**config.mk**
```make
export PLATFORM = sky130hd
export DESIGN_NAME = operand_queue
export DESIGN_NICKNAME = d
export VERILOG_FILES = /design/src/design/lane_pkg.sv /design/src/design/operand_queue.sv
export VERILOG_INCLUDE_DIRS = /design/src /design/src/design
export SDC_FILE = /design/constraint.sdc
export NUM_CORES = 1
export LEC_CHECK = 0
export BUFFER_PORTS_ARGS = -buffer_cell sky130_fd_sc_hd__buf_2
export CORE_MARGIN = 4
export CORE_UTILIZATION = 60
export CTS_BUF_LIST = sky130_fd_sc_hd__clkbuf_2
export CTS_CLUSTER_SIZE = 8
export DETAILED_ROUTE_END_ITERATION = 10
export PLACE_DENSITY = 0.83
export SLEW_MARGIN = 20
export SYNTH_ARGS = -nofsm -noshare
export SYNTH_HDL_FRONTEND = slang
export SYNTH_SLANG_ARGS = --single-unit
export TNS_END_PERCENT = 5
```
**constraint.sdc**
```tcl
create_clock -name clk_i -period 5.6 [get_ports clk_i]
set_input_delay 0 -clock clk_i [delete_from_list [all_inputs] [get_ports clk_i]]
set_output_delay 0 -clock clk_i [all_outputs]
set_load 0.01 [all_outputs]
```
**src/design/lane_consts.svh**
```systemverilog
// Lane sizing constants

`ifndef LANE_CONSTS_SVH
`define LANE_CONSTS_SVH

// Datapath width of one element
`define LANE_ELEN 32

// Architectural vector registers
`define LANE_NR_VREGS 32

// Elements held per register in this lane
`define LANE_MAX_VL 8

// Register file banks, selected by the low address bits
`define LANE_NR_BANKS 4

// Entries in each operand queue and in the result buffer
`define LANE_QUEUE_DEPTH 4

// Instruction tag width
`define LANE_ID_WIDTH 3

`endif

```
**src/design/lane_pkg.sv**
```systemverilog
// Lane types

`default_nettype none

`include "lane_consts.svh"

package lane_pkg;

  typedef logic [`LANE_ELEN-1:0]                  elen_t;
  typedef logic [$clog2(`LANE_NR_VREGS)-1:0]       vreg_t;
  typedef logic [$clog2(`LANE_MAX_VL+1)-1:0]       vlen_t;
  typedef logic [$clog2(`LANE_MAX_VL)-1:0]         eidx_t;
  // Register number in the upper bits, element index in the lower ones
  typedef logic [$clog2(`LANE_NR_VREGS*`LANE_MAX_VL)-1:0] vaddr_t;
  typedef logic [$clog2(`LANE_NR_BANKS)-1:0]       bank_t;
  // Row inside one bank
  typedef logic [$clog2(`LANE_NR_VREGS*`LANE_MAX_VL/`LANE_NR_BANKS)-1:0] brow_t;
  typedef logic [$clog2(`LANE_QUEUE_DEPTH+1)-1:0]  qcnt_t;
  typedef logic [`LANE_ID_WIDTH-1:0]               vid_t;

  typedef enum logic [2:0] {
    VADD   = 3'd0,
    VSUB   = 3'd1,
    VAND   = 3'd2,
    VOR    = 3'd3,
    VXOR   = 3'd4,
    VSTORE = 3'd5
  } lane_op_e;

  typedef enum logic [1:0] {
    ALU_A = 2'd0,
    ALU_B = 2'd1,
    STU   = 2'd2
  } opqueue_e;

  typedef struct packed {
    vaddr_t addr;
    elen_t  wdata;
  } wb_req_t;

endpackage

`default_nettype wire

```
**src/design/operand_queue.sv**
```systemverilog
// Operand FIFO

`timescale 1ns/1ps
`default_nettype none

module operand_queue import lane_pkg::*; #(
  parameter type         T     = elen_t,
  parameter int unsigned Depth = 4
) (
  input  logic                       clk_i,
  input  logic                       rst_ni,
  input  logic                       push_i,
  input  T                           data_i,
  input  logic                       pop_i,
  output T                           data_o,
  output logic                       valid_o,
  output logic [$clog2(Depth+1)-1:0] free_o
);

  localparam int unsigned PtrW = (Depth > 1) ? $clog2(Depth) : 1;
  localparam int unsigned CntW = $clog2(Depth+1);

  T                mem [Depth];
  logic [PtrW-1:0] wr_ptr_q;
  logic [PtrW-1:0] rd_ptr_q;
  logic [CntW-1:0] cnt_q;
  logic            do_push;
  logic            do_pop;

  assign valid_o = (cnt_q != '0);
  assign data_o  = mem[rd_ptr_q];
  assign free_o  = CntW'(Depth) - cnt_q;

  assign do_pop  = pop_i && valid_o;
  // A full queue still takes an element when one leaves in the same cycle
  assign do_push = push_i && ((cnt_q != CntW'(Depth)) || do_pop);

  always_ff @(posedge clk_i) begin
    if (do_push) begin
      mem[wr_ptr_q] <= data_i;
    end
  end

  always_ff @(posedge clk_i or negedge rst_ni) begin
    if (!rst_ni) begin
      wr_ptr_q <= '0;
      rd_ptr_q <= '0;
      cnt_q    <= '0;
    end else begin
      if (do_push) begin
        wr_ptr_q <= (wr_ptr_q == PtrW'(Depth-1)) ? '0 : wr_ptr_q + 1'b1;
      end
      if (do_pop) begin
        rd_ptr_q <= (rd_ptr_q == PtrW'(Depth-1)) ? '0 : rd_ptr_q + 1'b1;
      end
      cnt_q <= cnt_q + CntW'(do_push) - CntW'(do_pop);
    end
  end

endmodule

`default_nettype wire

```
==> out/metrics.csv <==
metric,value,unit
status,"complete, no violations",
FF+latch area,0.00402,mm^2
"Cell Chain, Critical Path",inv_1 -> ha_1 -> ha_1 -> nand2b_4 -> a21boi_2 -> inv_1 -> ha_1 -> inv_1 -> ha_1 -> inv_1 -> fa_1 -> xnor2_1 -> xnor2_1,
CTS root buf,clkbuf_2,
P_leak,2.25,nW
sequential element share of the synthesized area,0.779,
ANT cells,0,
Critical Path End Type,flop,
list of most frequent post-synthesis cells,"128 x edfxtp_1, 28 x mux4_2, 12 x inv_1, 10 x ha_1, 7 x dfrtp_1",
Reg2Reg Depth,13,
Chip Height,101,um
wire per inst,18.7,um
final worst-path cycle share,0.486,
met2 wire len,4.33,mm
area of the multi-input gates,0.00100,mm^2
Critical Path Source Type,flop,
top cell type's share of synthesized area,0.745,
worst-path fanout max,7,
fin util,0.747,
"non-filler cells, final",449,
via count,2444,
setup_tns,0,ps
placed inst area,0.00556,mm^2
Final setup viols,0,
WHS Path Cells,2,
antenna violations before repair,0,
Initial Utilization,0.622,
Via density,5.44,
post-route ant nets,0,
"Arr. time, crit path",3290,ps
Worst-Margin Slew,864,ps
Worst EP required,6170,ps
Routability Congestion,0.680,
"EDFF count, synth",128,
Hold EP,mem[0][31],
cell family with most CP delay,adder cells,
FILL cells,456,
Reg2Reg Setup Slack,2880,ps
PortBufs,71,
GRT Overall Usage,0.181,
gate count of the mapped netlist,213,
dpl ws,2890,ps
Slew headroom,0.424,
total routed wirelength,8.38,mm
CP peak stage delay,450,ps
Yosys top cell by area,edfxtp_1,
TritonCTS clock tree,done,
asr flop ratio synth,0.0519,
clock buffer depth,2,
die width,101,um
Worst Hold Class,in2reg,
dominant cell by count in the synthesized netlist,edfxtp_1,
fmax,367,MHz
"FF+latch count, synth",135,
IO Count,72,
core footprint,0.00830,mm^2
share of layout cells above drive strength 1,0.404,
Pwr per Cell Area,477,mW/mm^2
Initial DRC Count,156,
Final Worst Setup Slack,2880,ps
first-pass GRT wire length,13.3,mm
largest net degree at the start of global routing,35,
Worst path slowest cell,dfrtp_1,
R2R Path End,cnt_q[2],
RSZ-0062 raised after global routing,false,
1st-pass router iterations,4,
Mean Syn Cell Area,24.2,um^2
DRC Markers,0,
met3 wire len,634,um
TritonCTS Buffers,17,
hold_ws,105,ps
Main synth FF type,edfxtp_1,
CP Class,reg2reg,
Power Total,2.95,mW
"Slew Viols, Final",0,
syn_nets,260,
top sig layer,met4,
hpwl dp,4.81,mm
Synth area leaders,"edfxtp_1 74%, mux4_2 12%, dfrtp_1 3.4%, ha_1 2.4%, mux4_1 2.0%",
peak supply drop,0.440,mV
Final Critical Period,2720,ps
H-tree depth,4,
final hold viol count,0,
placed cells,381,
post-route cell area,0.00620,mm^2
Synth cell types,20,
total grt overflow,0,
wl on met1,3.32,mm
area delta synth->final,20.1,%
Skew-Pair Late Insertion Delay,620,ps
post_cts resized,0,
Buf/Inv on CP,4,
# hold bufs at CTS,36,
worst r2r src,cnt_q[1],
# nets final,378,
final clock skew,25.9,ps
Synth warnings,0,
# rows,33,
clk slew on worst S/H paths,190,ps
Sink Count,135,
vias in the first global route,2594,
HP Start,data_i[31],
Mapped Area,0.00516,mm^2
Post-CTS Setup Repair Bufs,0,
DIE AREA,0.0101,mm^2
max-cap violations,0,
sequential cells by signal (all words and copies together), names as in the netlist:
| signal | flops |
|---|---|
| mem | 128 |
| cnt_q | 3 |
| rd_ptr_q | 2 |
| wr_ptr_q | 2 |
power by group:
group          internal [mW]  total (mW)  switching [mW]
sequential              1.34        1.47           0.132
clock                  0.291       0.613           0.322
combinational          0.444       0.871           0.426
total                   2.07        2.95           0.881
per-layer routing:
metal	GRT usage	up-vias
met1	0.229	1223
li1	-	1121
met3	0.0616	8
met2	0.299	92
met4	0.0570	0
met5	0	-
area by class of cell:
type,instances,share of cell area
clock buffers,18,0.0145
clock inverters,14,0.0293
well taps,105,0.0212
repair buffers,108,0.117
inverters,12,0.00727
flip-flops and latches,135,0.649
multi-input cells,57,0.162
worst max-delay path by stage:
stage               startpoint        to  slack [ps]  cells past startpoint
floorplan             cnt_q[1]  cnt_q[2]        3120                     13
global placement      cnt_q[1]  cnt_q[2]        2990                     13
detailed placement    cnt_q[1]  cnt_q[2]        2890                     13
CTS                   cnt_q[1]  cnt_q[2]        2850                     13
global route          cnt_q[1]  cnt_q[2]        2680                     13
finish                cnt_q[1]  cnt_q[2]        2880                     13
cell usage in the layout, fill, tap and decap left out, drive strengths merged:
cell	count
a21boi	1
a21o	1
and2	4
buf	72
bufinv	4
clkbuf	18
clkinv	7
clkinvlp	2
dfrtp	7
dlygate4sd3	36
edfxtp	128
fa	1
ha	10
inv	13
mux2	3
mux4	32
nand2b	1
nor2	1
nor3	1
xnor2	2
worst reg2reg max path, cell delays in order (launching register included):
cell and delay [ps]:
dfrtp_1 450, inv_1 70, ha_1 200, ha_1 200, nand2b_4 160, a21boi_2 270
inv_1 80, ha_1 290, inv_1 60, ha_1 130, inv_1 50, fa_1 370
xnor2_1 200, xnor2_1 140
cells by family (layout without fill, tap and decap cells):
logic type	after synthesis	after routing	synth area share
XOR/XNOR	2	2	0.00340
buffers and inverters	21	152	0.0276
AO/OA/AOI/OAI	2	2	0.00364
AND/OR/NAND/NOR	7	7	0.00921
adder cells (fa/ha/maj)	11	11	0.0281
multiplexers	35	35	0.149
flip-flops	135	135	0.779
No activity file was read; power rests on OpenSTA's default activity.
