`config.mk`:
```
export PLATFORM = sky130hd
export DESIGN_NAME = lane_sequencer
export DESIGN_NICKNAME = d
export VERILOG_FILES = /design/src/design/lane_pkg.sv /design/src/design/lane_sequencer.sv
export VERILOG_INCLUDE_DIRS = /design/src /design/src/design
export SDC_FILE = /design/constraint.sdc
export NUM_CORES = 1
export LEC_CHECK = 0
export BUFFER_PORTS_ARGS = -buffer_cell sky130_fd_sc_hd__buf_4
export CAP_MARGIN = 0
export CORE_UTILIZATION = 44
export CTS_BUF_LIST = sky130_fd_sc_hd__clkbuf_4 sky130_fd_sc_hd__clkbuf_8 sky130_fd_sc_hd__clkbuf_16
export DETAILED_ROUTE_END_ITERATION = 8
export MAX_ROUTING_LAYER = met4
export PLACE_DENSITY = 0.76
export SYNTH_ARGS = -nofsm -noshare
export SYNTH_HDL_FRONTEND = slang
export SYNTH_SLANG_ARGS = --single-unit
```
`constraint.sdc`:
```
create_clock -name clk_i -period 2.15 [get_ports clk_i]
set_input_delay 0.43 -clock clk_i [delete_from_list [all_inputs] [get_ports clk_i]]
set_output_delay 0.43 -clock clk_i [all_outputs]
set_load 0.005 [all_outputs]
```
`src/design/lane_consts.svh`:
```
// Lane sizing constants

`ifndef LANE_CONSTS_SVH
`define LANE_CONSTS_SVH

// Datapath width of one element
`define LANE_ELEN 32

// Architectural vector registers
`define LANE_NR_VREGS 32

// Elements held per register in this lane
`define LANE_MAX_VL 8

// Register file banks, selected by the low address bits
`define LANE_NR_BANKS 4

// Entries in each operand queue and in the result buffer
`define LANE_QUEUE_DEPTH 4

// Instruction tag width
`define LANE_ID_WIDTH 3

`endif

```
`src/design/lane_pkg.sv`:
```
// Lane types

`default_nettype none

`include "lane_consts.svh"

package lane_pkg;

  typedef logic [`LANE_ELEN-1:0]                  elen_t;
  typedef logic [$clog2(`LANE_NR_VREGS)-1:0]       vreg_t;
  typedef logic [$clog2(`LANE_MAX_VL+1)-1:0]       vlen_t;
  typedef logic [$clog2(`LANE_MAX_VL)-1:0]         eidx_t;
  // Register number in the upper bits, element index in the lower ones
  typedef logic [$clog2(`LANE_NR_VREGS*`LANE_MAX_VL)-1:0] vaddr_t;
  typedef logic [$clog2(`LANE_NR_BANKS)-1:0]       bank_t;
  // Row inside one bank
  typedef logic [$clog2(`LANE_NR_VREGS*`LANE_MAX_VL/`LANE_NR_BANKS)-1:0] brow_t;
  typedef logic [$clog2(`LANE_QUEUE_DEPTH+1)-1:0]  qcnt_t;
  typedef logic [`LANE_ID_WIDTH-1:0]               vid_t;

  typedef enum logic [2:0] {
    VADD   = 3'd0,
    VSUB   = 3'd1,
    VAND   = 3'd2,
    VOR    = 3'd3,
    VXOR   = 3'd4,
    VSTORE = 3'd5
  } lane_op_e;

  typedef enum logic [1:0] {
    ALU_A = 2'd0,
    ALU_B = 2'd1,
    STU   = 2'd2
  } opqueue_e;

  typedef struct packed {
    vaddr_t addr;
    elen_t  wdata;
  } wb_req_t;

endpackage

`default_nettype wire

```
`src/design/lane_sequencer.sv`:
```
// Lane sequencer

`timescale 1ns/1ps
`default_nettype none

`include "lane_consts.svh"

module lane_sequencer import lane_pkg::*; (
  input  logic     clk_i,
  input  logic     rst_ni,
  // Instruction port
  input  logic     req_valid_i,
  input  lane_op_e req_op_i,
  input  vid_t     req_id_i,
  input  vreg_t    req_vs1_i,
  input  vreg_t    req_vs2_i,
  input  vreg_t    req_vd_i,
  input  vlen_t    req_vl_i,
  output logic     req_ready_o,
  output logic     done_o,
  output vid_t     done_id_o,
  // Completion sources
  input  logic     alu_done_i,
  input  logic     stu_valid_i,
  input  logic     stu_ready_i,
  // Read command
  output logic     rd_start_o,
  output vreg_t    rd_vs1_o,
  output vreg_t    rd_vs2_o,
  output vlen_t    rd_vl_o,
  output logic     rd_store_o,
  // ALU command
  output logic     alu_start_o,
  output lane_op_e alu_op_o,
  output vreg_t    alu_vd_o,
  output vlen_t    alu_vl_o
);

  logic     busy_q;
  logic     done_q;
  logic     rd_start_q;
  logic     alu_start_q;
  lane_op_e op_q;
  vid_t     id_q;
  vreg_t    vs1_q;
  vreg_t    vs2_q;
  vreg_t    vd_q;
  vlen_t    vl_q;
  vlen_t    st_cnt_q;
  logic     is_store;
  logic     finish;

  assign req_ready_o = !busy_q;
  assign is_store    = (op_q == VSTORE);

  // A store ends once every element has left through the store port
  assign finish = busy_q && !done_q && (is_store ? (st_cnt_q == vl_q) : alu_done_i);

  always_ff @(posedge clk_i or negedge rst_ni) begin
    if (!rst_ni) begin
      busy_q      <= 1'b0;
      done_q      <= 1'b0;
      rd_start_q  <= 1'b0;
      alu_start_q <= 1'b0;
      op_q        <= VADD;
      id_q        <= '0;
      vs1_q       <= '0;
      vs2_q       <= '0;
      vd_q        <= '0;
      vl_q        <= '0;
      st_cnt_q    <= '0;
    end else begin
      rd_start_q  <= 1'b0;
      alu_start_q <= 1'b0;
      done_q      <= finish;
      if (req_valid_i && req_ready_o) begin
        busy_q      <= 1'b1;
        rd_start_q  <= 1'b1;
        alu_start_q <= (req_op_i != VSTORE);
        op_q        <= req_op_i;
        id_q        <= req_id_i;
        vs1_q       <= req_vs1_i;
        vs2_q       <= req_vs2_i;
        vd_q        <= req_vd_i;
        vl_q        <= req_vl_i;
        st_cnt_q    <= '0;
      end else if (done_q) begin
        // Ready comes back the cycle after the done pulse
        busy_q <= 1'b0;
      end
      if (busy_q && is_store && stu_valid_i && stu_ready_i) begin
        st_cnt_q <= st_cnt_q + vlen_t'(1);
      end
    end
  end

  assign done_o      = done_q;
  assign done_id_o   = id_q;
  assign rd_start_o  = rd_start_q;
  assign rd_vs1_o    = vs1_q;
  assign rd_vs2_o    = vs2_q;
  assign rd_vl_o     = vl_q;
  assign rd_store_o  = is_store;
  assign alu_start_o = alu_start_q;
  assign alu_op_o    = op_q;
  assign alu_vd_o    = vd_q;
  assign alu_vl_o    = vl_q;

endmodule

`default_nettype wire

```
==> impl_metrics.tcl <==
set metrics [dict create \
    run_status "complete, no violations" \
    hold_violations 0 \
    drive_gt1_share_pct 36.3 \
    fin_nets 243 \
    ios 65 \
    grt_pass1_wl_um 5230 \
    cp_top_family "flip-flops" \
    cp.arrival_ns 1.15 \
    crit_path_end_kind "output port" \
    antenna_cells 0 \
    synth_edf_count 0 \
    period_minus_slack_ns 1.58 \
    start_util_pct 46.4 \
    path_cells "nand3b_4 > inv_1 > buf_4" \
    insertion_delay_ns 0.33 \
    path_buf_inv 2 \
    cts_setup_buffers 0 \
    critical_path.max_fanout 7 \
    yosys-top-cells-count "nand2_1, dfrtp_1, buf_4" \
    cts-hold-fix-buffers 0 \
    h-tree-depth 2 \
    fin_area_um2 1940 \
    max_freq_mhz 632 \
    avgRoutedWirePerCell_um 12.0 \
    postSynthCellCount 149 \
    placed_cell_area_um2 1880 \
    num-fill-cells 271 \
    synth.distinct_cells 23 \
    min_period_over_period_pct 73.6 \
    yosysTopAreaCellShare_pct 58.3 \
    clock_path_buffers 2 \
    power.density_nw_per_um2 1240 \
    place_hpwl_um 2250 \
    dp_cells 248 \
    grt_max_degree 34 \
    path_clk_slew_ns 0.10 \
    drt_iter0_drc 24 \
    synthArstFlopShare_pct 100 \
    root_buffer "clkbuf_4" \
    drt-pass1-iter-count 4 \
    syn-cell-area_um2 1420 \
    worstSetupPathType "register to output port" \
    crit_path_start_kind "register" \
    power.leakage_nw 1.08 \
    finClkSkew_ns 0.0133 \
    overflow 0 \
    synth.net_count 181 \
    io_buffer_count 64 \
    synth_most_common_cell "nand2_1" \
    grt_pass1_vias 1173 \
    crit_required_ns 1.72 \
    synth_top_area_cell "dfrtp_1" \
    synthFlopType "dfrtp_1" \
    synth_area_leaders "dfrtp_1, nand2_1, buf_4, xnor2_1, buf_6" \
    die_w_um 58.7 \
    yosysSeqAreaShare_pct 58.3 \
    cts_tree "yes" \
    routed_wl_um 3070 \
    grt_usage_pct 21.1 \
    yosysWarnings 0 \
    routabilityCongestion 0.788 \
    final_cells 256 \
    hold_path_class "input port to async pin" \
    setup_viol 0 \
    maxSlewViolCount 0 \
    ir_drop_mv 0.614 \
    via_count 1172 \
    tightest_slew_ns 0.524 \
    cts_buffers 5 \
    slowest_stage "dfrtp_1" \
    die-area_um2 3450 \
    fp.coreArea_um2 3050 \
    drc 0 \
    rsz0062_at_grt "false" \
    core.rowCount 20 \
    cp_slowest_stage_delay_ns 0.41 \
    synth.avg_cell_area_um2 9.51 \
    viasPerCell 4.58 \
    finalPower_w 0.00240 \
    whs_ns 0.0171 \
    antenna_found_initial 0 \
    tns_ns 0 \
    maxCapViolCount 0 \
    cts.sinks 33 \
    drtAntennaViolNets 0 \
    cts_resized 0 \
    ys_ff_latch 33 \
    max_slew_margin_pct 65.1 \
    die_y_um 58.7 \
    area_growth_pct 36.8 \
]
==> cells by family after synthesis <==
logic type,share of synthesized area [%]
XOR/XNOR,3.09
adder cells (fa/ha/maj),0.883
AO/OA/AOI/OAI,5.12
AND/OR/NAND/NOR,25.5
flip-flops,58.3
buffers and inverters,7.07
==> layout by cell type, fill, tap and decap left out <==
cell,Yosys,routed
dfrtp_1,33,33
xnor2_1,4,4
xor2_1,1,1
or2_4,1,1
a211oi_1,1,1
nand3_2,1,1
buf_4,5,65
or3b_1,1,1
a31oi_1,1,1
nand2_1,74,74
o21ai_0,4,4
inv_2,1,1
nand2b_1,4,4
a31o_1,1,1
clkbuf_4,0,7
o31ai_1,1,1
clkinvlp_4,0,1
inv_1,4,4
o211ai_1,3,3
ha_1,1,1
nand3b_4,1,1
nand3_1,1,1
nand4_1,1,1
==> layout make-up <==
cell class | count | area (µm²) | area share [%]
clock buffers | 7 | 52.6 | 2.71
repair buffers | 65 | 488 | 25.2
well taps | 44 | 55.1 | 2.84
inverters | 5 | 18.8 | 0.968
clock inverters | 1 | 7.51 | 0.387
flip-flops and latches | 33 | 826 | 42.6
multi-input cells | 101 | 490 | 25.3
==> report_power, final <==
part | internal [W] | switching, W | leakage (nW) | total, W
registers | 0.000876 | 0.000196 | 0.415 | 0.00107
logic | 0.000545 | 0.000426 | 0.627 | 0.000971
clock network | 0.000154 | 0.000206 | 0.0324 | 0.000361
total | 0.00158 | 0.000829 | 1.08 | 0.00240
==> per-layer routing <==
layer  vias up  wire length, µm  GRT usage (%)
met4         0               63           8.16
li1        588                -              -
met1       534             1320           24.4
met3         9              192           6.81
met5         -                0              -
met2        41             1500           34.1
==> worst paths after layout <==
check                              from          end  slack [ns]  cells past startpoint
setup / recovery            alu_op_o[1]   rd_store_o        0.57                      3
hold / removal                   rst_ni  alu_op_o[2]        0.02                      1
setup reg to reg                 busy_q  alu_vl_o[3]        0.67                      4
hold reg to reg             rd_vs2_o[1]  rd_vs2_o[1]        0.49                      2
max in group asynchronous        rst_ni  st_cnt_q[3]        1.83                      1
min in group clk_i         req_vs2_i[1]  rd_vs2_o[1]        0.28                      3
==> sequential cells by signal (all words and copies together), names as in the netlist, 3 cells and up <==
signal and cells:
alu_vd_o 5, done_id_o 3, alu_vl_o 4, st_cnt_q 4
rd_vs1_o 5, rd_vs2_o 5, alu_op_o 3
==> worst register-to-register path: stages, from the launching register on <==
cell and delay [ns]:
dfrtp_1 0.42, nand2b_1 0.39, inv_2 0.44, nand2_1 0.10, nand2_1 0.07
==> metrics by stage <==
step           util [%]  worst slack, ns
2_1_floorplan         -             1.00
3_3_place_gp       61.5            0.618
3_5_place_dp       61.5            0.562
4_1_cts            63.5            0.553
5_1_grt            63.5            0.504
6_report           63.5            0.567
(Power assumes the default switching activity.)
