==> src/design/lane_consts.svh <==
// Lane sizing constants

`ifndef LANE_CONSTS_SVH
`define LANE_CONSTS_SVH

// Datapath width of one element
`define LANE_ELEN 32

// Architectural vector registers
`define LANE_NR_VREGS 32

// Elements held per register in this lane
`define LANE_MAX_VL 8

// Register file banks, selected by the low address bits
`define LANE_NR_BANKS 4

// Entries in each operand queue and in the result buffer
`define LANE_QUEUE_DEPTH 4

// Instruction tag width
`define LANE_ID_WIDTH 3

`endif

==> src/design/lane_pkg.sv <==
// Lane types

`default_nettype none

`include "lane_consts.svh"

package lane_pkg;

  typedef logic [`LANE_ELEN-1:0]                  elen_t;
  typedef logic [$clog2(`LANE_NR_VREGS)-1:0]       vreg_t;
  typedef logic [$clog2(`LANE_MAX_VL+1)-1:0]       vlen_t;
  typedef logic [$clog2(`LANE_MAX_VL)-1:0]         eidx_t;
  // Register number in the upper bits, element index in the lower ones
  typedef logic [$clog2(`LANE_NR_VREGS*`LANE_MAX_VL)-1:0] vaddr_t;
  typedef logic [$clog2(`LANE_NR_BANKS)-1:0]       bank_t;
  // Row inside one bank
  typedef logic [$clog2(`LANE_NR_VREGS*`LANE_MAX_VL/`LANE_NR_BANKS)-1:0] brow_t;
  typedef logic [$clog2(`LANE_QUEUE_DEPTH+1)-1:0]  qcnt_t;
  typedef logic [`LANE_ID_WIDTH-1:0]               vid_t;

  typedef enum logic [2:0] {
    VADD   = 3'd0,
    VSUB   = 3'd1,
    VAND   = 3'd2,
    VOR    = 3'd3,
    VXOR   = 3'd4,
    VSTORE = 3'd5
  } lane_op_e;

  typedef enum logic [1:0] {
    ALU_A = 2'd0,
    ALU_B = 2'd1,
    STU   = 2'd2
  } opqueue_e;

  typedef struct packed {
    vaddr_t addr;
    elen_t  wdata;
  } wb_req_t;

endpackage

`default_nettype wire

==> src/design/operand_queue.sv <==
// Operand FIFO

`timescale 1ns/1ps
`default_nettype none

module operand_queue import lane_pkg::*; #(
  parameter type         T     = elen_t,
  parameter int unsigned Depth = 4
) (
  input  logic                       clk_i,
  input  logic                       rst_ni,
  input  logic                       push_i,
  input  T                           data_i,
  input  logic                       pop_i,
  output T                           data_o,
  output logic                       valid_o,
  output logic [$clog2(Depth+1)-1:0] free_o
);

  localparam int unsigned PtrW = (Depth > 1) ? $clog2(Depth) : 1;
  localparam int unsigned CntW = $clog2(Depth+1);

  T                mem [Depth];
  logic [PtrW-1:0] wr_ptr_q;
  logic [PtrW-1:0] rd_ptr_q;
  logic [CntW-1:0] cnt_q;
  logic            do_push;
  logic            do_pop;

  assign valid_o = (cnt_q != '0);
  assign data_o  = mem[rd_ptr_q];
  assign free_o  = CntW'(Depth) - cnt_q;

  assign do_pop  = pop_i && valid_o;
  // A full queue still takes an element when one leaves in the same cycle
  assign do_push = push_i && ((cnt_q != CntW'(Depth)) || do_pop);

  always_ff @(posedge clk_i) begin
    if (do_push) begin
      mem[wr_ptr_q] <= data_i;
    end
  end

  always_ff @(posedge clk_i or negedge rst_ni) begin
    if (!rst_ni) begin
      wr_ptr_q <= '0;
      rd_ptr_q <= '0;
      cnt_q    <= '0;
    end else begin
      if (do_push) begin
        wr_ptr_q <= (wr_ptr_q == PtrW'(Depth-1)) ? '0 : wr_ptr_q + 1'b1;
      end
      if (do_pop) begin
        rd_ptr_q <= (rd_ptr_q == PtrW'(Depth-1)) ? '0 : rd_ptr_q + 1'b1;
      end
      cnt_q <= cnt_q + CntW'(do_push) - CntW'(do_pop);
    end
  end

endmodule

`default_nettype wire

==> src/design/valu.sv <==
// Vector integer ALU

`timescale 1ns/1ps
`default_nettype none

`include "lane_consts.svh"

module valu import lane_pkg::*; (
  input  logic     clk_i,
  input  logic     rst_ni,
  // Command
  input  logic     alu_start_i,
  input  lane_op_e alu_op_i,
  input  vreg_t    alu_vd_i,
  input  vlen_t    alu_vl_i,
  output logic     alu_done_o,
  // Operands, a from vs1 and b from vs2
  input  elen_t    a_i,
  input  logic     a_valid_i,
  output logic     a_pop_o,
  input  elen_t    b_i,
  input  logic     b_valid_i,
  output logic     b_pop_o,
  // Writeback
  output logic     wb_valid_o,
  output wb_req_t  wb_req_o,
  input  logic     wb_gnt_i
);

  logic     active_q;
  lane_op_e op_q;
  vreg_t    vd_q;
  vlen_t    vl_q;
  vlen_t    idx_q;
  vlen_t    gnt_cnt_q;
  qcnt_t    res_free;
  logic     pop;
  elen_t    result;
  wb_req_t  res_req;

  // Pop both operands together, only with room in the result buffer
  assign pop = active_q && a_valid_i && b_valid_i && (res_free != '0) && (idx_q < vl_q);
  assign a_pop_o = pop;
  assign b_pop_o = pop;

  always_comb begin
    unique case (op_q)
      VADD:    result = b_i + a_i;
      VSUB:    result = b_i - a_i;
      VAND:    result = b_i & a_i;
      VOR:     result = b_i | a_i;
      VXOR:    result = b_i ^ a_i;
      default: result = b_i;
    endcase
  end

  assign res_req.addr  = {vd_q, eidx_t'(idx_q)};
  assign res_req.wdata = result;

  operand_queue #(
    .T    (wb_req_t),
    .Depth(`LANE_QUEUE_DEPTH)
  ) i_result_buf (
    .clk_i  (clk_i),
    .rst_ni (rst_ni),
    .push_i (pop),
    .data_i (res_req),
    .pop_i  (wb_gnt_i),
    .data_o (wb_req_o),
    .valid_o(wb_valid_o),
    .free_o (res_free)
  );

  // Last element granted, or nothing to do at all
  assign alu_done_o = active_q &&
                      ((wb_gnt_i && (gnt_cnt_q == vl_q - vlen_t'(1))) || (vl_q == '0));

  always_ff @(posedge clk_i or negedge rst_ni) begin
    if (!rst_ni) begin
      active_q  <= 1'b0;
      op_q      <= VADD;
      vd_q      <= '0;
      vl_q      <= '0;
      idx_q     <= '0;
      gnt_cnt_q <= '0;
    end else if (alu_start_i) begin
      active_q  <= 1'b1;
      op_q      <= alu_op_i;
      vd_q      <= alu_vd_i;
      vl_q      <= alu_vl_i;
      idx_q     <= '0;
      gnt_cnt_q <= '0;
    end else begin
      if (alu_done_o) begin
        active_q <= 1'b0;
      end
      idx_q     <= idx_q + vlen_t'(pop);
      gnt_cnt_q <= gnt_cnt_q + vlen_t'(wb_gnt_i);
    end
  end

endmodule

`default_nettype wire

==> config.mk <==
export PLATFORM = sky130hd
export DESIGN_NAME = valu
export DESIGN_NICKNAME = d
export VERILOG_FILES = /design/src/design/lane_pkg.sv /design/src/design/operand_queue.sv /design/src/design/valu.sv
export VERILOG_INCLUDE_DIRS = /design/src /design/src/design
export SDC_FILE = /design/constraint.sdc
export NUM_CORES = 1
export LEC_CHECK = 0
export BUFFER_PORTS_ARGS = -buffer_cell sky130_fd_sc_hd__buf_2
export CELL_PAD_IN_SITES_DETAIL_PLACEMENT = 0
export CELL_PAD_IN_SITES_GLOBAL_PLACEMENT = 2
export CORE_ASPECT_RATIO = 1.25
export CORE_MARGIN = 3
export CORE_UTILIZATION = 44
export CTS_BUF_LIST = sky130_fd_sc_hd__clkbuf_4 sky130_fd_sc_hd__clkbuf_8
export DETAILED_ROUTE_END_ITERATION = 10
export PLACE_DENSITY = 0.95
export SETUP_SLACK_MARGIN = 0.1
export SLEW_MARGIN = 20
export SYNTH_ARGS = -nofsm -noshare
export SYNTH_HDL_FRONTEND = slang
export SYNTH_SLANG_ARGS = --single-unit
==> constraint.sdc <==
create_clock -name clk_i -period 5.6 [get_ports clk_i]
set_input_delay 0.56 -clock clk_i [delete_from_list [all_inputs] [get_ports clk_i]]
set_output_delay 0.56 -clock clk_i [all_outputs]
set_load 0.01 [all_outputs]
==> results of run 1 <==
-- where the power goes --
group | leakage (nW) | total, mW | switching, mW | internal, mW
Clock | 0.206 | 0.880 | 0.469 | 0.411
Sequential | 1.80 | 1.85 | 0.124 | 1.73
Combinational | 3.35 | 1.69 | 0.940 | 0.754
-- final cells by class --
cell class / count / share of cell area [%]
inverters: 83 / 2.37
clock buffers: 18 / 1.83
flip-flops and latches: 188 / 41.8
well taps: 340 / 3.23
multi-input cells: 722 / 44.0
repair buffers: 138 / 5.49
clock inverters: 14 / 1.18
-- worst max-delay path by stage --
stage,start,end,slack (ns),cells past startpoint
after CTS,a_i[10],i_result_buf.mem[2][30],0.99,15
after floorplan,a_i[10],i_result_buf.mem[0][30],1.02,16
after detailed placement,a_i[10],i_result_buf.mem[3][30],0.50,15
after global placement,a_i[4],i_result_buf.mem[0][28],0.54,16
after global routing,a_i[4],i_result_buf.mem[3][31],0.61,17
final,a_i[10],i_result_buf.mem[2][30],0.90,15
-- state kept, by name, summed over array words and instances, names as in the netlist --
register	cells
gnt_cnt_q	4
i_result_buf.rd_ptr_q	2
vl_q	4
i_result_buf.mem	160
op_q	3
active_q	1
i_result_buf.cnt_q	3
idx_q	4
vd_q	5
i_result_buf.wr_ptr_q	2
-- kinds of logic (layout without fill, tap and decap cells) --
| kind of cell | after synthesis | in the layout | synth area share [%] |
|---|---|---|---|
| XOR/XNOR | 62 | 62 | 4.60 |
| AO/OA/AOI/OAI | 269 | 269 | 14.5 |
| buffers and inverters | 133 | 253 | 4.33 |
| adder cells (fa/ha/maj) | 116 | 116 | 12.4 |
| multiplexers | 53 | 53 | 8.84 |
| AND/OR/NAND/NOR | 222 | 222 | 8.63 |
| flip-flops | 188 | 188 | 46.6 |
-- worst max-delay path, cell delays in order --
cell,delay [ns]
buf_2,0.12
or4_4,0.56
or3_1,0.35
or4_4,0.57
o41ai_1,0.35
xnor2_1,0.12
ha_1,0.40
a21o_1,0.23
a31oi_1,0.13
o21ai_0,0.15
a31o_2,0.29
a311o_1,0.35
a21oi_1,0.16
nor2_1,0.07
a211oi_1,0.47
-- per-layer routing --
layer  part of all wire, %  routed length [um]
met1                    44               12400
met2                    51               14300
met3                   3.5                 987
met4                   2.3                 656
met5                     0                   0
-- cell usage after synthesis, types with 3 or more instances --
cell type	count
a211oi_1	10
a21boi_0	3
a21o_1	17
a21oi_1	73
a22o_1	9
a22oi_1	7
a31o_2	3
a31oi_1	8
and2_1	5
and3_1	4
buf_1	18
clkbuf_1	30
dfrtp_1	28
edfxtp_1	160
ha_1	114
inv_1	83
mux2_2	10
mux2i_1	3
mux4_2	40
nand2_1	70
nand2b_1	11
nand3_1	8
nand4_1	8
nor2_1	77
nor2b_1	11
nor3_1	9
nor4_1	4
o21a_1	31
o21ai_0	53
o21ai_1	3
o21bai_1	4
o22ai_1	24
o31ai_1	9
o41ai_1	3
or3_1	6
xnor2_1	46
xor2_1	16
-- per-stage QoR --
stage	std cells	util, %	hold slack [ns]	power (mW)	area (sq um)
3_3_place_gp	1471	48.8	0.475	3.58	12800
3_5_place_dp	1471	48.8	0.490	3.60	12800
4_1_cts	1503	50.3	0.154	4.48	13200
2_1_floorplan	1043	-	0.264	3.02	11800
5_1_grt	1503	50.3	0.174	4.72	13200
6_report	1503	50.3	0.154	4.43	13200
==> flow_summary.json, run 1 <==
{
  "drt_iter0_drc": 581,
  "cp_max_fo": 7,
  "status": "complete, no violations",
  "core-area_sq_mm": 0.0262,
  "die_x_um": 152,
  "synth.top_cell.area_share_pct": 40.7,
  "r2r_end": "i_result_buf.mem[1][19]",
  "netlist_instances": 1043,
  "overflow": 0,
  "final_hold_viol_count": 0,
  "dieArea_sq_mm": 0.0288,
  "synth_nets": 1241,
  "clock_path_buffers": 2,
  "pwr_density_cell_mw_per_mm2": 336,
  "ys_top_cells_by_area": "edfxtp_1 41%, ha_1 12%, mux4_2 7.6%, dfrtp_1 5.9%, xnor2_1 3.4%",
  "via_count": 8366,
  "finalCritPeriodShare_pct": 83.9,
  "gp_congestion": 0.891,
  "synthesis.area_sq_mm": 0.0118,
  "clk_latency_ns": 0.45,
  "fillCellCount": 2364,
  "worst_pin_slew_ns": 1.05,
  "numCtsBuffers": 17,
  "die_h_um": 189,
  "synth_top_area_cell": "edfxtp_1",
  "synth-seq-cells": 188,
  "final_cell_mix": "160 x edfxtp_1, 125 x buf_2, 114 x ha_1, 83 x inv_1, 77 x nor2_1",
  "synth_async_sr_flop_share_pct": 14.9,
  "setup_tns_ns": 0,
  "area_growth_pct": 11.5,
  "h-tree-depth": 4,
  "ctsResizeCount": 0,
  "met3_usage_pct": 2.51,
  "yosys_warnings": 0,
  "grt_pass1_wl_um": 45800,
  "busiest_layer": "met2",
  "end_kind": "register",
  "drive_above_1_share_pct": 20.3,
  "hold_class": "in2async",
  "grt_max_degree": 76,
  "io_pins": 126,
  "holdBufCountCts": 0,
  "rr_worst_depth": 14,
  "critPathKind": "in2reg",
  "startpoint_type": "primary input",
  "antenna_found_initial": 0,
  "cts_tree": "yes",
  "grtUsageTotal_pct": 19.8,
  "timing.fmax_ghz": 0.213,
  "cts.sinks": 188,
  "crit_required_ns": 5.77,
  "routedWlPerCell_um": 18.8,
  "rows": 66,
  "ys_types": 58,
  "n_antenna_cell": 0,
  "grt_setup_unrepaired": "false",
  "wirelength_um": 28300,
  "ant_nets": 0,
  "path_clk_slew_ns": 0.09,
  "layout.nets": 1348,
  "seq_area_frac_synth_pct": 46.6,
  "fin_crit_ns": 4.70,
  "final_common_cell": "edfxtp_1",
  "power_leakage_nw": 5.35,
  "ir_drop_mv": 0.194,
  "final-seq-area_sq_mm": 0.00551,
  "fin_skew_ns": 0.0110,
  "setup_viol": 0,
  "portBuffers": 125,
  "rr_startpoint": "op_q[2]",
  "synth_ff_type": "edfxtp_1",
  "grt_use_met1_pct": 26.2,
  "grt_pass1_vias": 8346,
  "viasPerCell": 5.57,
  "post-place-ws_ns": 0.500,
  "initial_utilization_pct": 45.1,
  "drc": 0,
  "slew_viol_final": 0,
  "max_slew_margin_pct": 29.8,
  "r2r_slack_ns": 1.24,
  "dpl.hpwl_um": 21000,
  "cap_violations": 0,
  "avgSynthCellArea_sq_um": 11.3,
  "drt-pass1-iter-count": 5,
  "use_met2_pct": 34.5,
  "root_buffer": "clkbuf_8",
  "synth-edff-count": 160,
  "cts_setup_buffers": 0,
  "multi_input_area_sq_mm": 0.00580,
  "setup_ws_ns": 0.904,
  "crit_arrival_ns": 4.87
}
Note: power is estimated with default switching activity, not from simulation.
==> run 2: changes to the inputs <==
--- a/config.mk
+++ b/config.mk
@@ -11,10 +11,10 @@
 export CELL_PAD_IN_SITES_GLOBAL_PLACEMENT = 2
 export CORE_ASPECT_RATIO = 1.25
 export CORE_MARGIN = 3
-export CORE_UTILIZATION = 44
+export CORE_UTILIZATION = 37
 export CTS_BUF_LIST = sky130_fd_sc_hd__clkbuf_4 sky130_fd_sc_hd__clkbuf_8
 export DETAILED_ROUTE_END_ITERATION = 10
-export PLACE_DENSITY = 0.95
+export PLACE_DENSITY = 0.88
 export SETUP_SLACK_MARGIN = 0.1
 export SLEW_MARGIN = 20
 export SYNTH_ARGS = -nofsm -noshare
==> constraint.sdc (replaced) <==
create_clock -name clk_i -period 4.2 [get_ports clk_i]
set_input_delay 0.42 -clock clk_i [delete_from_list [all_inputs] [get_ports clk_i]]
set_output_delay 0.42 -clock clk_i [all_outputs]
set_load 0.01 [all_outputs]
==> run 2 against run 1 <==
  * Cell count grew 12%
  * Setup slack worse by 0.66 ns
  * Worst hold slack better by 0.021 ns
==> flow_summary.json, run 2 (synthesis results as in run 1) <==
{
  "portBuffers": 125,
  "finalCritPeriodShare_pct": 94.3,
  "path_clk_slew_ns": 0.10,
  "area_growth_pct": 21.1,
  "cap_violations": 0,
  "worst_pin_slew_ns": 1.05,
  "rr_startpoint": "op_q[1]",
  "post-place-ws_ns": -0.486,
  "worst_path_largest_cell_delay_ns": 0.56,
  "grt_setup_unrepaired": "true",
  "critPathSlowestCell": "or4_4",
  "ant_nets": 0,
  "viasPerCell": 5.14,
  "grtUsageTotal_pct": 17.8,
  "hold_class": "in2reg",
  "rows": 72,
  "drc": 0,
  "cts_setup_buffers": 0,
  "fin_skew_ns": 0.0199,
  "largest_register": "i_result_buf.mem",
  "min_to": "vl_q[3]",
  "die_h_um": 206,
  "fin_crit_ns": 3.96,
  "grt_pass1_vias": 8793,
  "grt_pass1_wl_um": 48000,
  "dieArea_sq_mm": 0.0341,
  "pwr_density_cell_mw_per_mm2": 435,
  "final_common_cell": "edfxtp_1",
  "cts_tree": "yes",
  "routedWlPerCell_um": 17.7,
  "drive_above_1_share_pct": 29.6,
  "antenna_found_initial": 0,
  "end_kind": "register",
  "gp_congestion": 0.870,
  "stdcell_area_sq_mm": 0.0143,
  "setup_ws_ns": 0.240,
  "cp_max_fo": 6,
  "crit_required_ns": 4.45,
  "largest_reg_flops": 160,
  "timing.fmax_ghz": 0.253,
  "power_leakage_nw": 5.99,
  "setup_viol": 0,
  "core-area_sq_mm": 0.0312,
  "reg_top3": "i_result_buf.mem (160), vd_q (5)",
  "r2r_end": "i_result_buf.mem[1][22]",
  "hold_start": "alu_vl_i[3]",
  "final_cell_mix": "160 x edfxtp_1, 126 x buf_4, 124 x buf_2, 113 x ha_1, 83 x inv_1",
  "layout.nets": 1462,
  "post-route-util_pct": 45.8,
  "clock_path_buffers": 2,
  "numCtsBuffers": 17,
  "h-tree-depth": 4,
  "cts.sinks": 188,
  "clk_latency_ns": 0.46,
  "ir_drop_mv": 0.250,
  "via_count": 8663,
  "dpl.hpwl_um": 22800,
  "finalPower_mw": 6.21,
  "final_hold_viol_count": 0,
  "drt-pass1-iter-count": 5,
  "r2r_slack_ns": 0.43,
  "grt_max_degree": 78,
  "startpoint_type": "primary input",
  "n_antenna_cell": 0,
  "critPathKind": "in2reg",
  "max_slew_margin_pct": 29.8,
  "die_x_um": 166,
  "wirelength_um": 29800,
  "initial_utilization_pct": 37.9,
  "placed_area_sq_mm": 0.0137,
  "rr_worst_depth": 17,
  "whs_path_depth": 3,
  "status": "complete, no violations",
  "root_buffer": "clkbuf_8",
  "io_pins": 126,
  "slew_viol_final": 0,
  "crit_arrival_ns": 4.21,
  "drt_iter0_drc": 476,
  "crit_chain": "buf_6 -> or4_4 -> or3_4 -> or4_4 -> nor2_2 -> buf_4 -> nand2_1 -> buf_4 -> o41ai_2 -> xnor2_1 -> ha_1 -> nor2b_1 -> a311o_1 -> a21oi_2 -> nor2_1 -> a211oi_2",
  "overflow": 0
}
[run 2: cell count changes in the layout (fill, tap and decap cells not counted), moves of 5 or more]
cell / change
a21oi_2: +5
buf_4: +113
o21ai_1: +8
a21oi_1: -5
o21ai_0: -11
[run 2: critical path: cells and delay by family]
kind,cells,cell delay [ns]
compound gates,4,1.00
xor+xnor,1,0.19
simple gates,7,1.89
fa+ha+maj,1,0.30
buf+inv,3,0.39
[run 2: per-layer routing]
metal  global-route usage [%]  share of wire, %  vias up
met5                        0                 0        -
met4                     4.22               1.4        0
met3                     1.92               3.0       22
met2                     32.0                51      157
met1                     23.1                44     4213
li1                         -                 -     4271
[run 2: final cells by class]
class	instances	area, sq um
Clock buffer	18	248
Multi-Input combinational cell	722	5950
Timing Repair Buffer	252	1590
Sequential cell	188	5510
Tap cell	407	509
Inverter	83	312
Fill cell	2916	16900
Clock inverter	14	180
[run 2: per-stage QoR]
step | TNS, ns | hold WS, ns | instances
after floorplan | -0.0587 | 0.124 | 1043
after global placement | -17.48 | 0.476 | 1651
after detailed placement | -20.72 | 0.486 | 1651
after CTS | 0 | 0.131 | 1684
after global routing | 0 | 0.156 | 1684
final | 0 | 0.176 | 1684
[run 2: worst max path at each step]
| stage | from | to | slack, ns |
|---|---|---|---|
| after floorplan | a_i[10] | i_result_buf.mem[0][30] | -0.01 |
| after global placement | a_i[4] | i_result_buf.mem[0][28] | -0.42 |
| after detailed placement | a_i[4] | i_result_buf.mem[1][28] | -0.49 |
| after CTS | a_i[4] | i_result_buf.mem[1][22] | 0.13 |
| after global routing | a_i[4] | i_result_buf.mem[1][31] | 0.06 |
| final | a_i[10] | i_result_buf.mem[1][30] | 0.24 |
[run 2: report_power, final]
group          internal (mW)  switching (mW)
Clock                  0.620           0.625
Combinational           1.19            1.34
Sequential              2.30           0.132
Total                   4.11            2.10
[run 2: timing repair]
item,4_1_cts,5_1_grt
endpoints found under the setup margin,20,60
hold buffers,1,0
pin swaps,0,4
hold endpoints to repair,24,0
resized for setup,4,36
