### src/design/lane_consts.svh
// Lane sizing constants

`ifndef LANE_CONSTS_SVH
`define LANE_CONSTS_SVH

// Datapath width of one element
`define LANE_ELEN 32

// Architectural vector registers
`define LANE_NR_VREGS 32

// Elements held per register in this lane
`define LANE_MAX_VL 8

// Register file banks, selected by the low address bits
`define LANE_NR_BANKS 4

// Entries in each operand queue and in the result buffer
`define LANE_QUEUE_DEPTH 4

// Instruction tag width
`define LANE_ID_WIDTH 3

`endif

### src/design/lane_pkg.sv
// Lane types

`default_nettype none

`include "lane_consts.svh"

package lane_pkg;

  typedef logic [`LANE_ELEN-1:0]                  elen_t;
  typedef logic [$clog2(`LANE_NR_VREGS)-1:0]       vreg_t;
  typedef logic [$clog2(`LANE_MAX_VL+1)-1:0]       vlen_t;
  typedef logic [$clog2(`LANE_MAX_VL)-1:0]         eidx_t;
  // Register number in the upper bits, element index in the lower ones
  typedef logic [$clog2(`LANE_NR_VREGS*`LANE_MAX_VL)-1:0] vaddr_t;
  typedef logic [$clog2(`LANE_NR_BANKS)-1:0]       bank_t;
  // Row inside one bank
  typedef logic [$clog2(`LANE_NR_VREGS*`LANE_MAX_VL/`LANE_NR_BANKS)-1:0] brow_t;
  typedef logic [$clog2(`LANE_QUEUE_DEPTH+1)-1:0]  qcnt_t;
  typedef logic [`LANE_ID_WIDTH-1:0]               vid_t;

  typedef enum logic [2:0] {
    VADD   = 3'd0,
    VSUB   = 3'd1,
    VAND   = 3'd2,
    VOR    = 3'd3,
    VXOR   = 3'd4,
    VSTORE = 3'd5
  } lane_op_e;

  typedef enum logic [1:0] {
    ALU_A = 2'd0,
    ALU_B = 2'd1,
    STU   = 2'd2
  } opqueue_e;

  typedef struct packed {
    vaddr_t addr;
    elen_t  wdata;
  } wb_req_t;

endpackage

`default_nettype wire

### src/design/operand_requester.sv
// Operand requester and bank arbiter

`timescale 1ns/1ps
`default_nettype none

`include "lane_consts.svh"

module operand_requester import lane_pkg::*; (
  input  logic                          clk_i,
  input  logic                          rst_ni,
  // Read command from the sequencer
  input  logic                          rd_start_i,
  input  vreg_t                         rd_vs1_i,
  input  vreg_t                         rd_vs2_i,
  input  vlen_t                         rd_vl_i,
  input  logic                          rd_store_i,
  // ALU writeback
  input  logic                          wb_valid_i,
  input  wb_req_t                       wb_req_i,
  output logic                          wb_gnt_o,
  // Load port
  input  logic                          ldu_req_i,
  input  vaddr_t                        ldu_addr_i,
  input  elen_t                         ldu_wdata_i,
  output logic                          ldu_gnt_o,
  // Free entries per operand queue
  input  qcnt_t    [2:0]                q_free_i,
  // Bank requests
  output logic     [`LANE_NR_BANKS-1:0] bank_req_o,
  output logic     [`LANE_NR_BANKS-1:0] bank_we_o,
  output brow_t    [`LANE_NR_BANKS-1:0] bank_addr_o,
  output elen_t    [`LANE_NR_BANKS-1:0] bank_wdata_o,
  output opqueue_e [`LANE_NR_BANKS-1:0] bank_tgt_o
);

  vreg_t                     vs1_q;
  vreg_t                     vs2_q;
  vlen_t                     vl_q;
  logic                      store_q;
  vlen_t                     cnt1_q;
  vlen_t                     cnt2_q;
  logic [2:0]                issued_q;
  logic [2:0]                issued_d;
  vaddr_t                    addr1;
  vaddr_t                    addr2;
  bank_t                     bank1;
  bank_t                     bank2;
  bank_t                     wb_bank;
  bank_t                     ld_bank;
  opqueue_e                  tgt2;
  logic                      need1;
  logic                      need2;
  logic                      rd1_go;
  logic                      rd2_go;
  logic [`LANE_NR_BANKS-1:0] wr_busy;

  //////////////////////////////
  // Element addresses
  //////////////////////////////

  assign addr1 = {vs1_q, eidx_t'(cnt1_q)};
  assign addr2 = {vs2_q, eidx_t'(cnt2_q)};

  // Bank is the address modulo the bank count
  assign bank1   = bank_t'(addr1);
  assign bank2   = bank_t'(addr2);
  assign wb_bank = bank_t'(wb_req_i.addr);
  assign ld_bank = bank_t'(ldu_addr_i);

  // A store only reads vs2, into the store queue
  assign tgt2  = store_q ? STU : ALU_B;
  assign need1 = !store_q && (cnt1_q < vl_q);
  assign need2 = (cnt2_q < vl_q);

  //////////////////////////////
  // Fixed priority arbitration
  //////////////////////////////

  assign wb_gnt_o  = wb_valid_i;
  assign ldu_gnt_o = ldu_req_i && !(wb_valid_i && (wb_bank == ld_bank));

  always_comb begin
    wr_busy = '0;
    if (wb_valid_i) begin
      wr_busy[wb_bank] = 1'b1;
    end
    if (ldu_gnt_o) begin
      wr_busy[ld_bank] = 1'b1;
    end
  end

  // Reads issued last cycle land in their queue this cycle
  assign rd1_go = need1 && !wr_busy[bank1] &&
                  (q_free_i[ALU_A] > qcnt_t'(issued_q[ALU_A]));
  assign rd2_go = need2 && !wr_busy[bank2] && !(rd1_go && (bank1 == bank2)) &&
                  (q_free_i[tgt2] > qcnt_t'(issued_q[tgt2]));

  always_comb begin
    issued_d        = '0;
    issued_d[ALU_A] = rd1_go;
    issued_d[tgt2]  = rd2_go;
  end

  always_comb begin
    for (int b = 0; b < `LANE_NR_BANKS; b++) begin
      bank_req_o[b]   = 1'b0;
      bank_we_o[b]    = 1'b0;
      bank_addr_o[b]  = '0;
      bank_wdata_o[b] = '0;
      bank_tgt_o[b]   = ALU_A;
      if (wb_valid_i && (wb_bank == bank_t'(b))) begin
        bank_req_o[b]   = 1'b1;
        bank_we_o[b]    = 1'b1;
        bank_addr_o[b]  = brow_t'(wb_req_i.addr >> $bits(bank_t));
        bank_wdata_o[b] = wb_req_i.wdata;
      end else if (ldu_gnt_o && (ld_bank == bank_t'(b))) begin
        bank_req_o[b]   = 1'b1;
        bank_we_o[b]    = 1'b1;
        bank_addr_o[b]  = brow_t'(ldu_addr_i >> $bits(bank_t));
        bank_wdata_o[b] = ldu_wdata_i;
      end else if (rd1_go && (bank1 == bank_t'(b))) begin
        bank_req_o[b]  = 1'b1;
        bank_addr_o[b] = brow_t'(addr1 >> $bits(bank_t));
        bank_tgt_o[b]  = ALU_A;
      end else if (rd2_go && (bank2 == bank_t'(b))) begin
        bank_req_o[b]  = 1'b1;
        bank_addr_o[b] = brow_t'(addr2 >> $bits(bank_t));
        bank_tgt_o[b]  = tgt2;
      end
    end
  end

  always_ff @(posedge clk_i or negedge rst_ni) begin
    if (!rst_ni) begin
      vs1_q    <= '0;
      vs2_q    <= '0;
      vl_q     <= '0;
      store_q  <= 1'b0;
      cnt1_q   <= '0;
      cnt2_q   <= '0;
      issued_q <= '0;
    end else begin
      issued_q <= issued_d;
      if (rd_start_i) begin
        vs1_q   <= rd_vs1_i;
        vs2_q   <= rd_vs2_i;
        vl_q    <= rd_vl_i;
        store_q <= rd_store_i;
        cnt1_q  <= '0;
        cnt2_q  <= '0;
      end else begin
        cnt1_q <= cnt1_q + vlen_t'(rd1_go);
        cnt2_q <= cnt2_q + vlen_t'(rd2_go);
      end
    end
  end

endmodule

`default_nettype wire

### config.mk
export PLATFORM = sky130hd
export DESIGN_NAME = operand_requester
export DESIGN_NICKNAME = d
export VERILOG_FILES = /design/src/design/lane_pkg.sv /design/src/design/operand_requester.sv
export VERILOG_INCLUDE_DIRS = /design/src /design/src/design
export SDC_FILE = /design/constraint.sdc
export NUM_CORES = 1
export LEC_CHECK = 0
export BUFFER_PORTS_ARGS = -buffer_cell sky130_fd_sc_hd__buf_2
export CORE_AREA = 2 2 109 111
export CTS_BUF_LIST = sky130_fd_sc_hd__clkbuf_4 sky130_fd_sc_hd__clkbuf_8
export DETAILED_ROUTE_END_ITERATION = 10
export DIE_AREA = 0 0 111 113
export PLACE_DENSITY = 0.67
export SLEW_MARGIN = 20
export SYNTH_ARGS = -nofsm -noshare
export SYNTH_HDL_FRONTEND = slang
export SYNTH_SLANG_ARGS = --single-unit
### constraint.sdc
create_clock -name clk_i -period 3.62 [get_ports clk_i]
set_clock_uncertainty 0.2 [all_clocks]
set_input_delay 0.362 -clock clk_i [delete_from_list [all_inputs] [get_ports clk_i]]
set_output_delay 0.362 -clock clk_i [all_outputs]
set_load 0.005 [all_outputs]
==> results of run 1 <==
==> layout make-up <==
cell class | instances | area, um^2
fill | 1140 | 6040
antenna | 2 | 5.00
multi-input combinational | 361 | 2750
clock buffer | 3 | 41.3
timing repair buffer | 292 | 1510
tap | 143 | 179
sequential | 26 | 651
clock inverter | 1 | 30.0
inverter | 16 | 60.1
==> timing repair <==
action	CTS	global route
hold buffers	1	0
setup buffers	0	1
endpoints found under the hold margin	26	0
resized for setup	0	1
setup endpoints to repair	0	19
==> final timing paths <==
| check | from | endpoint | slack, ns | cells past startpoint |
|---|---|---|---|---|
| worst max register to register | cnt1_q[1]$_DFF_PN0_ | cnt2_q[1]$_DFF_PN0_ | 0.55 | 10 |
| max in group asynchronous | rst_ni | cnt1_q[2]$_DFF_PN0_ | 2.40 | 2 |
| worst max-delay path | store_q$_DFFE_PN0P_ | bank_addr_o[6] | 0.10 | 8 |
| worst min-delay path | rd_vl_i[2] | vl_q[2]$_DFFE_PN0P_ | 0.09 | 3 |
| min in group asynchronous | rst_ni | issued_q[2]$_DFF_PN0_ | 0.43 | 2 |
| worst min register to register | cnt2_q[3]$_DFF_PN0_ | cnt2_q[3]$_DFF_PN0_ | 0.35 | 2 |
==> placed cells by master (no fill, tap or decap), types with 3 or more instances in the layout <==
cell type	synthesis	final
buf_4	1	12
xor2_1	4	4
nand3b_1	4	4
clkbuf_8	0	3
o21ai_0	12	12
o22ai_1	13	13
a221oi_1	19	19
nor2_2	0	4
o221ai_1	18	18
dfrtp_1	26	26
a21oi_1	8	8
inv_1	15	15
and3b_1	4	4
xnor2_1	4	4
mux2_2	7	7
buf_2	11	278
nor2b_1	5	5
nand3_1	6	6
a22o_1	128	128
nor2_1	40	36
ha_1	12	12
nand2b_1	4	4
nor3_1	7	7
o32ai_1	18	18
and3_1	6	6
nand2_1	20	19
==> logic make-up after synthesis <==
family | after synthesis
fa+ha+maj | 12
xor+xnor | 8
compound gates | 226
simple gates | 107
buf+inv | 66
flops | 26
mux | 8
==> stage by stage <==
step           hold slack [ns]  utilization  setup slack [ns]  instances
2_1_floorplan           -0.134            -             0.747        453
3_3_place_gp             0.178        0.455             0.432        836
3_5_place_dp             0.198        0.455             0.367        836
4_1_cts                 0.0913        0.462            0.0542        841
5_1_grt                  0.104        0.464            0.0413        843
6_report                0.0881        0.464             0.104        844
==> Yosys cell counts, types with 5 or more instances <==
master / n
buf_2: 11
a22o_1: 128
nand3_1: 6
clkbuf_1: 33
nand2_1: 20
o221ai_1: 18
o22ai_1: 13
a21oi_1: 8
and3_1: 6
inv_1: 15
a221oi_1: 19
nor2_1: 40
ha_1: 12
nor2b_1: 5
o21ai_0: 12
nor3_1: 7
dfrtp_1: 26
mux2_2: 7
o32ai_1: 18
==> layer usage <==
layer,vias to the layer above,wire length [um],share of wire
li1,2352,-,-
met1,2474,6730,0.39
met2,360,8410,0.48
met3,53,1700,0.098
met4,2,504,0.029
met5,-,13,0.00075
==> flip-flops by register name (all words and copies together) (netlist names) <==
register and count:
vs1_q 5, vs2_q 5, cnt1_q 4, cnt2_q 4
vl_q 4, issued_q 3, store_q 1
==> critical path, cell delays in order, from the launching register on <==
cell and delay [ns]:
dfrtp_1 0.45, mux2_2 0.36, ha_1 0.26, o22a_1 0.21
nor4_2 0.35, nand2_2 0.24, buf_12 0.22, o32ai_1 0.39
buf_2 0.19
==> where the power goes <==
part | internal [mW] | switching [mW]
registers | 0.332 | 0.0611
logic | 0.412 | 0.558
clock network | 0.148 | 0.0932
==> summary by stage, run 1 <==
Global routing
The met3 track demand over resource in global routing is 0.0514. The global routing met1 resource utilization is 0.322. Entering global routing, the biggest net connects 40 pins. The number of antenna violations at the first check in global routing was 2.

The via count of the first global-routing pass is 5,031. The wire length of the first global-routing pass is 26.8 mm. The total routing resource utilization after global routing is 0.257. The most utilized layer in the global route result is met2. The total congestion overflow is 0.

For met2 alone, demand over resource in global routing was 0.448.

Drt
The iteration count of the initial detailed-routing pass is 5. The detail route stage leaves a number of antenna-violating nets equal to 0. Dividing the detail-routed wire length by the instance count gives 20.6 um. The first routing iteration left 540 violations. The count of vias placed by the detailed router is 5,241. The residual DRC count is 0. The per-cell via count in the routed design is 6.21. The final routed wirelength across all metal layers is 17.4 mm.

Clocking
The maximum buffer depth of the clock tree is 2. The number of levels the H-tree was split into is 1. After clock tree synthesis, the clock-pin slew on the worst setup and hold paths is 0.09 ns.

The tree is rooted in a clkbuf_8. The clock sink count is 26. The number of CTS-inserted buffers is 3. For the worst-skew pair, the clock arrives at the later sink with an insertion delay of 0.28 ns. The clock tree from TritonCTS is done.

Critical path
At the worst endpoint, the arrival time is 2.95 ns. The critical path capture point type is an output port. The critical path data required time is 3.06 ns. STA classifies the critical path startpoint as a flop. In this run the worst path has a maximum fanout of 19.

The start-to-end type of the worst setup path is flop to output port.

Placed design
The count of buffers from port buffering is 278. The placed cell area is 5130 um^2. After legalization and detailed placement, the total HPWL measured 13.3 mm. The final estimated routing congestion in global placement is 0.992.

Synthesis
The summed instance area of the synthesized netlist is 3660 um^2. The parity-gate share of the synthesized area counting xor and xnor cells is 0.0191. The warning count from the yosys run is 0. The post-synthesis sequential element count is 26.

Of the post-synthesis cell area, the part taken by muxes is 0.0242. Of the total synthesized cell area, the portion taken by full adders, half adders and majority gates is 0.0410. The mean instance size in the synthesized netlist is 8.09 um^2.

The total nets after synthesis is 574. The dominant cell type by area after synthesis is a22o_1. The area share of the largest cell type after synthesis is 0.306. The number of instances in the synthesized netlist is 453. The number of enable flip-flop cells after synthesis is 0. The fraction of the mapped netlist area in compound gates is 0.513. The main combinational cell family by area after synthesis is compound AO/OA/AOI/OAI gates. The area fraction in and, or, nand and nor cells after synthesis is 0.149. The dominant synthesized flop cell is dfrtp_1. The synthesized netlist contains 46 unique library cells. For this run, asynchronously set or reset flops after synthesis account for 1.00. Sorting the synthesized cells by area gives the leading types as a22o_1, dfrtp_1, a221oi_1.

The part of the Yosys area used for sequential elements is 0.178.

Timing
Measured against its own limit, the worst slew margin works out to 0.595. The total count of max-transition violations in the final report is 0. Based on the critical path, the design can be clocked at up to 284 MHz.

The setup violation total in the final timing report is 0. The final number of hold-violating endpoints is 0. The ratio of final minimum period to clock period is 0.971.

The post-route minimum period is 3.52 ns. The total negative slack for setup checks is 0 ns. Setup repair after global routing left no endpoint under its margin.

For the pin with the worst max-slew slack, the measured transition is 0.607 ns.

Pwr
The power per cell area is 307 nW/um^2. The maximum VDD drop is 0.000257 V. The design draws 1.61 mW.

The total leakage power is 2.81 nW.

Floorplan
During I/O placement, the number of pins put on the boundary was 279. The core region is 11,300 um^2. The overall die area is 12,500 um^2. The die boundary width is 111 um. The initial utilization of the core area, before any placement, comes to 0.325. The site row count is 39. Measured along the y axis, the die boundary spans 113 um.

Layout
From synthesis to final layout, the design area changed by 42.7%. After the last flow step, the layout net total stands at 821. The ratio of cells with drive above 1 in the final layout is 0.449. After routing the design area is 5230 um^2.

Hold path
The type of the most critical hold path is input pin to flop.

Flow run
The number of maximum-capacitance constraint violations is 0.

Run status
The flow ran to the end, and the final reports show no timing, DRC or antenna violations.
No activity file was read; power rests on OpenSTA's default activity.
==> inputs of run 2 (changes only) <==
--- a/config.mk
+++ b/config.mk
@@ -7,11 +7,12 @@
 export NUM_CORES = 1
 export LEC_CHECK = 0
 export BUFFER_PORTS_ARGS = -buffer_cell sky130_fd_sc_hd__buf_2
-export CORE_AREA = 2 2 109 111
+export CORE_AREA = 3 3 107 109
 export CTS_BUF_LIST = sky130_fd_sc_hd__clkbuf_4 sky130_fd_sc_hd__clkbuf_8
 export DETAILED_ROUTE_END_ITERATION = 10
-export DIE_AREA = 0 0 111 113
-export PLACE_DENSITY = 0.67
+export DIE_AREA = 0 0 110 112
+export PLACE_DENSITY = 0.7
+export REMOVE_ABC_BUFFERS = 1
 export SLEW_MARGIN = 20
 export SYNTH_ARGS = -nofsm -noshare
 export SYNTH_HDL_FRONTEND = slang
==> summary by stage, run 2 (synthesis gave the netlist of run 1 again) <==
Drt
The final routed wirelength across all metal layers is 19.1 mm. The detailed router placed 5,193 vias in this run. After the first detailed-routing iteration, the DRC count stood at 475.

The routed length per placed instance is 22.7 um. The number of routed nets with antenna violations is 0. Before antenna repair, the detailed router went through 5 iterations. The per-cell via count in the routed design is 6.18.

For this run, design rule violations remaining after detail routing come to 0.

Critical path
In this run the critical register-to-register path is captured at cnt2_q[1]$_DFF_PN0_. The cell that appears most often on the critical path is buf_4. The worst register-to-register path has a setup slack of 0.80 ns. Counting cells, the worst reg-to-reg path comes to 10. The nature of the critical path startpoint is a flop. The worst reg2reg path startpoint is cnt1_q[1]$_DFF_PN0_. The critical path's slowest cell is o32ai_1. For this run, the slowest stage of the critical path takes 0.41 ns. The critical path is of the flop to output port type. The arrival time at the worst endpoint is 2.82 ns. The critical path capture point type is an output port. The worst path buffer plus inverter count is 3. The highest net fanout along the worst path is 29. The critical path goes through buf_4 > mux2i_1 > ha_1 > o22a_1 > nor4_2 > nand2_1 > buf_4 > o32ai_1 > buf_2. For the worst setup path, the data required time is 3.06 ns. The cell family contributing the most delay on the critical path is buffers and inverters.

Hold path
The worst hold path endpoint is vs2_q[2]$_DFFE_PN0P_. The worst hold path was traced through 3 stages. The type of the most critical hold path is input pin to flop.

The critical hold path startpoint is rd_vs2_i[2].

Placed design
At the end of routability-driven placement, the weighted congestion stood at 1.02. The detailed-placement wirelength estimate is 14.6 mm. In this run the tool buffered the top-level ports with 278 buffer cells. Including well taps, the total number of placed cells is 833.

Layout
The count of cells in the finished layout, fillers not included, comes to 840. The largest registers in the layout are vs1_q x5, vs2_q x5. The area growth from synthesis to layout is 42.2%.

The ratio of cells with drive above 1 in the final layout is 0.452. For this run, the post-layout net count is 821. Measured on the finished design, the core utilization comes to 0.487. In the layout the commonest cells are buf_2, a22o_1, nor2_1, dfrtp_1, nand2_1. The leading cell type in the layout, fill and taps excluded is buf_2.

Global routing
The number of antenna violations at the first check in global routing is 1. The total routing resource utilization after global routing is 0.294. The met2 usage is 0.500. Entering global routing, the biggest net connects 40 pins. The total congestion overflow is 0. In the global route stage, met1 resource usage came out at 0.366. The first global-routing pass estimated 28.6 mm of wire. The via count of the first global-routing pass is 5,059. The global routing stage identified its most utilized layer as met2. The met3 track demand over resource in global routing is 0.0806.

Timing
Hold is met by 0.0796 ns. The final number of hold-violating endpoints is 0. Setup repair after global routing left no endpoint under its margin.

Derived from the worst setup path, the maximum achievable clock frequency is 296 MHz. After layout, the minimum clock period comes to 3.38 ns. The slew at the pin closest to its max-slew limit is 0.627 ns. The setup violation total in the final timing report is 0. The total count of max-transition violations in the final report was 0. Dividing the final minimum period by the clock period gives 0.933. Headroom to the max-slew limit came out at 0.582.

Clocking
TritonCTS built the clock tree. The later-pin clock latency in the skew report is 0.28 ns. The clock root buffer is clkbuf_8. After clock tree synthesis, the clock-pin slew on the worst setup and hold paths is 0.11 ns.

The number of clock buffers added by TritonCTS is 3. The clock sink count is 26. In this run the number of H-tree levels came out at 1. The clock passes through at most 2 buffers.

Pwr
The total internal power is 0.873 mW. The power per cell area is 307 nW/um^2. The register share of total power is 0.242. The total leakage power is 2.80 nW. Of the total power, combinational logic draws 0.599. The clock group share of total power is 0.159. Of the total power, the share spent switching nets is 0.454. The net load switching power is 0.726 mW.

The maximum VDD drop is 0.000303 V.

Floorplan
The core region is 10,700 um^2. The site row count is 38. The overall die area is 12,300 um^2. From left edge to right edge, the die measures 110 um. The number of primary I/O pins is 279. In this run the vertical extent of the chip is 112 um. The starting density of the core is 0.342.

Flow run
Across the run, the number of max-cap violations was 0.

Run status
The flow ran to the end, and the final reports show no timing, DRC or antenna violations.
-- run 2: power by group through the flow --
stage,clock network (mW),logic [mW],registers [mW]
floorplan,0,0.493,0.377
global placement,0,0.928,0.390
detailed placement,0,0.940,0.392
CTS,0.259,0.948,0.386
global route,0.271,1.05,0.393
finish,0.255,0.957,0.387
-- run 2: how the worst max path moves through the flow --
stage | startpoint | slack (ns) | to | depth (start not counted)
floorplan | wb_req_i[33] | -1.02 | bank_wdata_o[0] | 3
global placement | cnt1_q[1]$_DFF_PN0_ | 0.58 | bank_addr_o[18] | 8
detailed placement | cnt1_q[1]$_DFF_PN0_ | 0.53 | bank_addr_o[11] | 7
CTS | cnt1_q[1]$_DFF_PN0_ | 0.22 | bank_addr_o[11] | 7
global route | cnt1_q[1]$_DFF_PN0_ | 0.08 | bank_req_o[2] | 9
finish | store_q$_DFFE_PN0P_ | 0.24 | bank_addr_o[18] | 9
-- run 2: worst register-to-register path: stages (launching register included) --
cell       delay [ns]
dfrtp_1          0.49
ha_1             0.32
a211o_1          0.29
a2111oi_4        0.34
buf_4            0.20
nand4_1          0.12
nand2_1          0.12
inv_1            0.05
ha_1             0.19
ha_1             0.26
nor2b_1          0.13
-- run 2: layout make-up --
class / instances / area (um^2)
Timing Repair Buffer: 292 / 1500
Clock inverter: 1 / 30.0
Sequential cell: 26 / 651
Fill cell: 1093 / 5490
Tap cell: 140 / 175
Multi-Input combinational cell: 361 / 2750
Clock buffer: 3 / 41.3
Antenna cell: 1 / 2.50
Inverter: 16 / 60.1
-- run 2: stage by stage --
step	setup slack [ns]	TNS [ns]	power, mW	cell area, um^2
finish	0.242	0	1.60	5210
detailed placement	0.534	0	1.33	5120
global route	0.0827	0	1.71	5210
floorplan	-1.02	-60.78	0.870	3440
global placement	0.582	0	1.32	5120
CTS	0.216	0	1.59	5200
-- run 2: metal layers --
metal / wire, um / vias up
met4: 461 / 0
met2: 9290 / 324
met1: 7320 / 2492
met5: 0 / -
li1: - / 2341
met3: 2020 / 36
-- run 2: repair_timing --
action / CTS / global route
gates resized for setup: 0 / 1
setup endpoints to repair: 0 / 5
hold endpoints to repair: 26 / 0
setup buffers: 0 / 1
hold buffers: 1 / 0
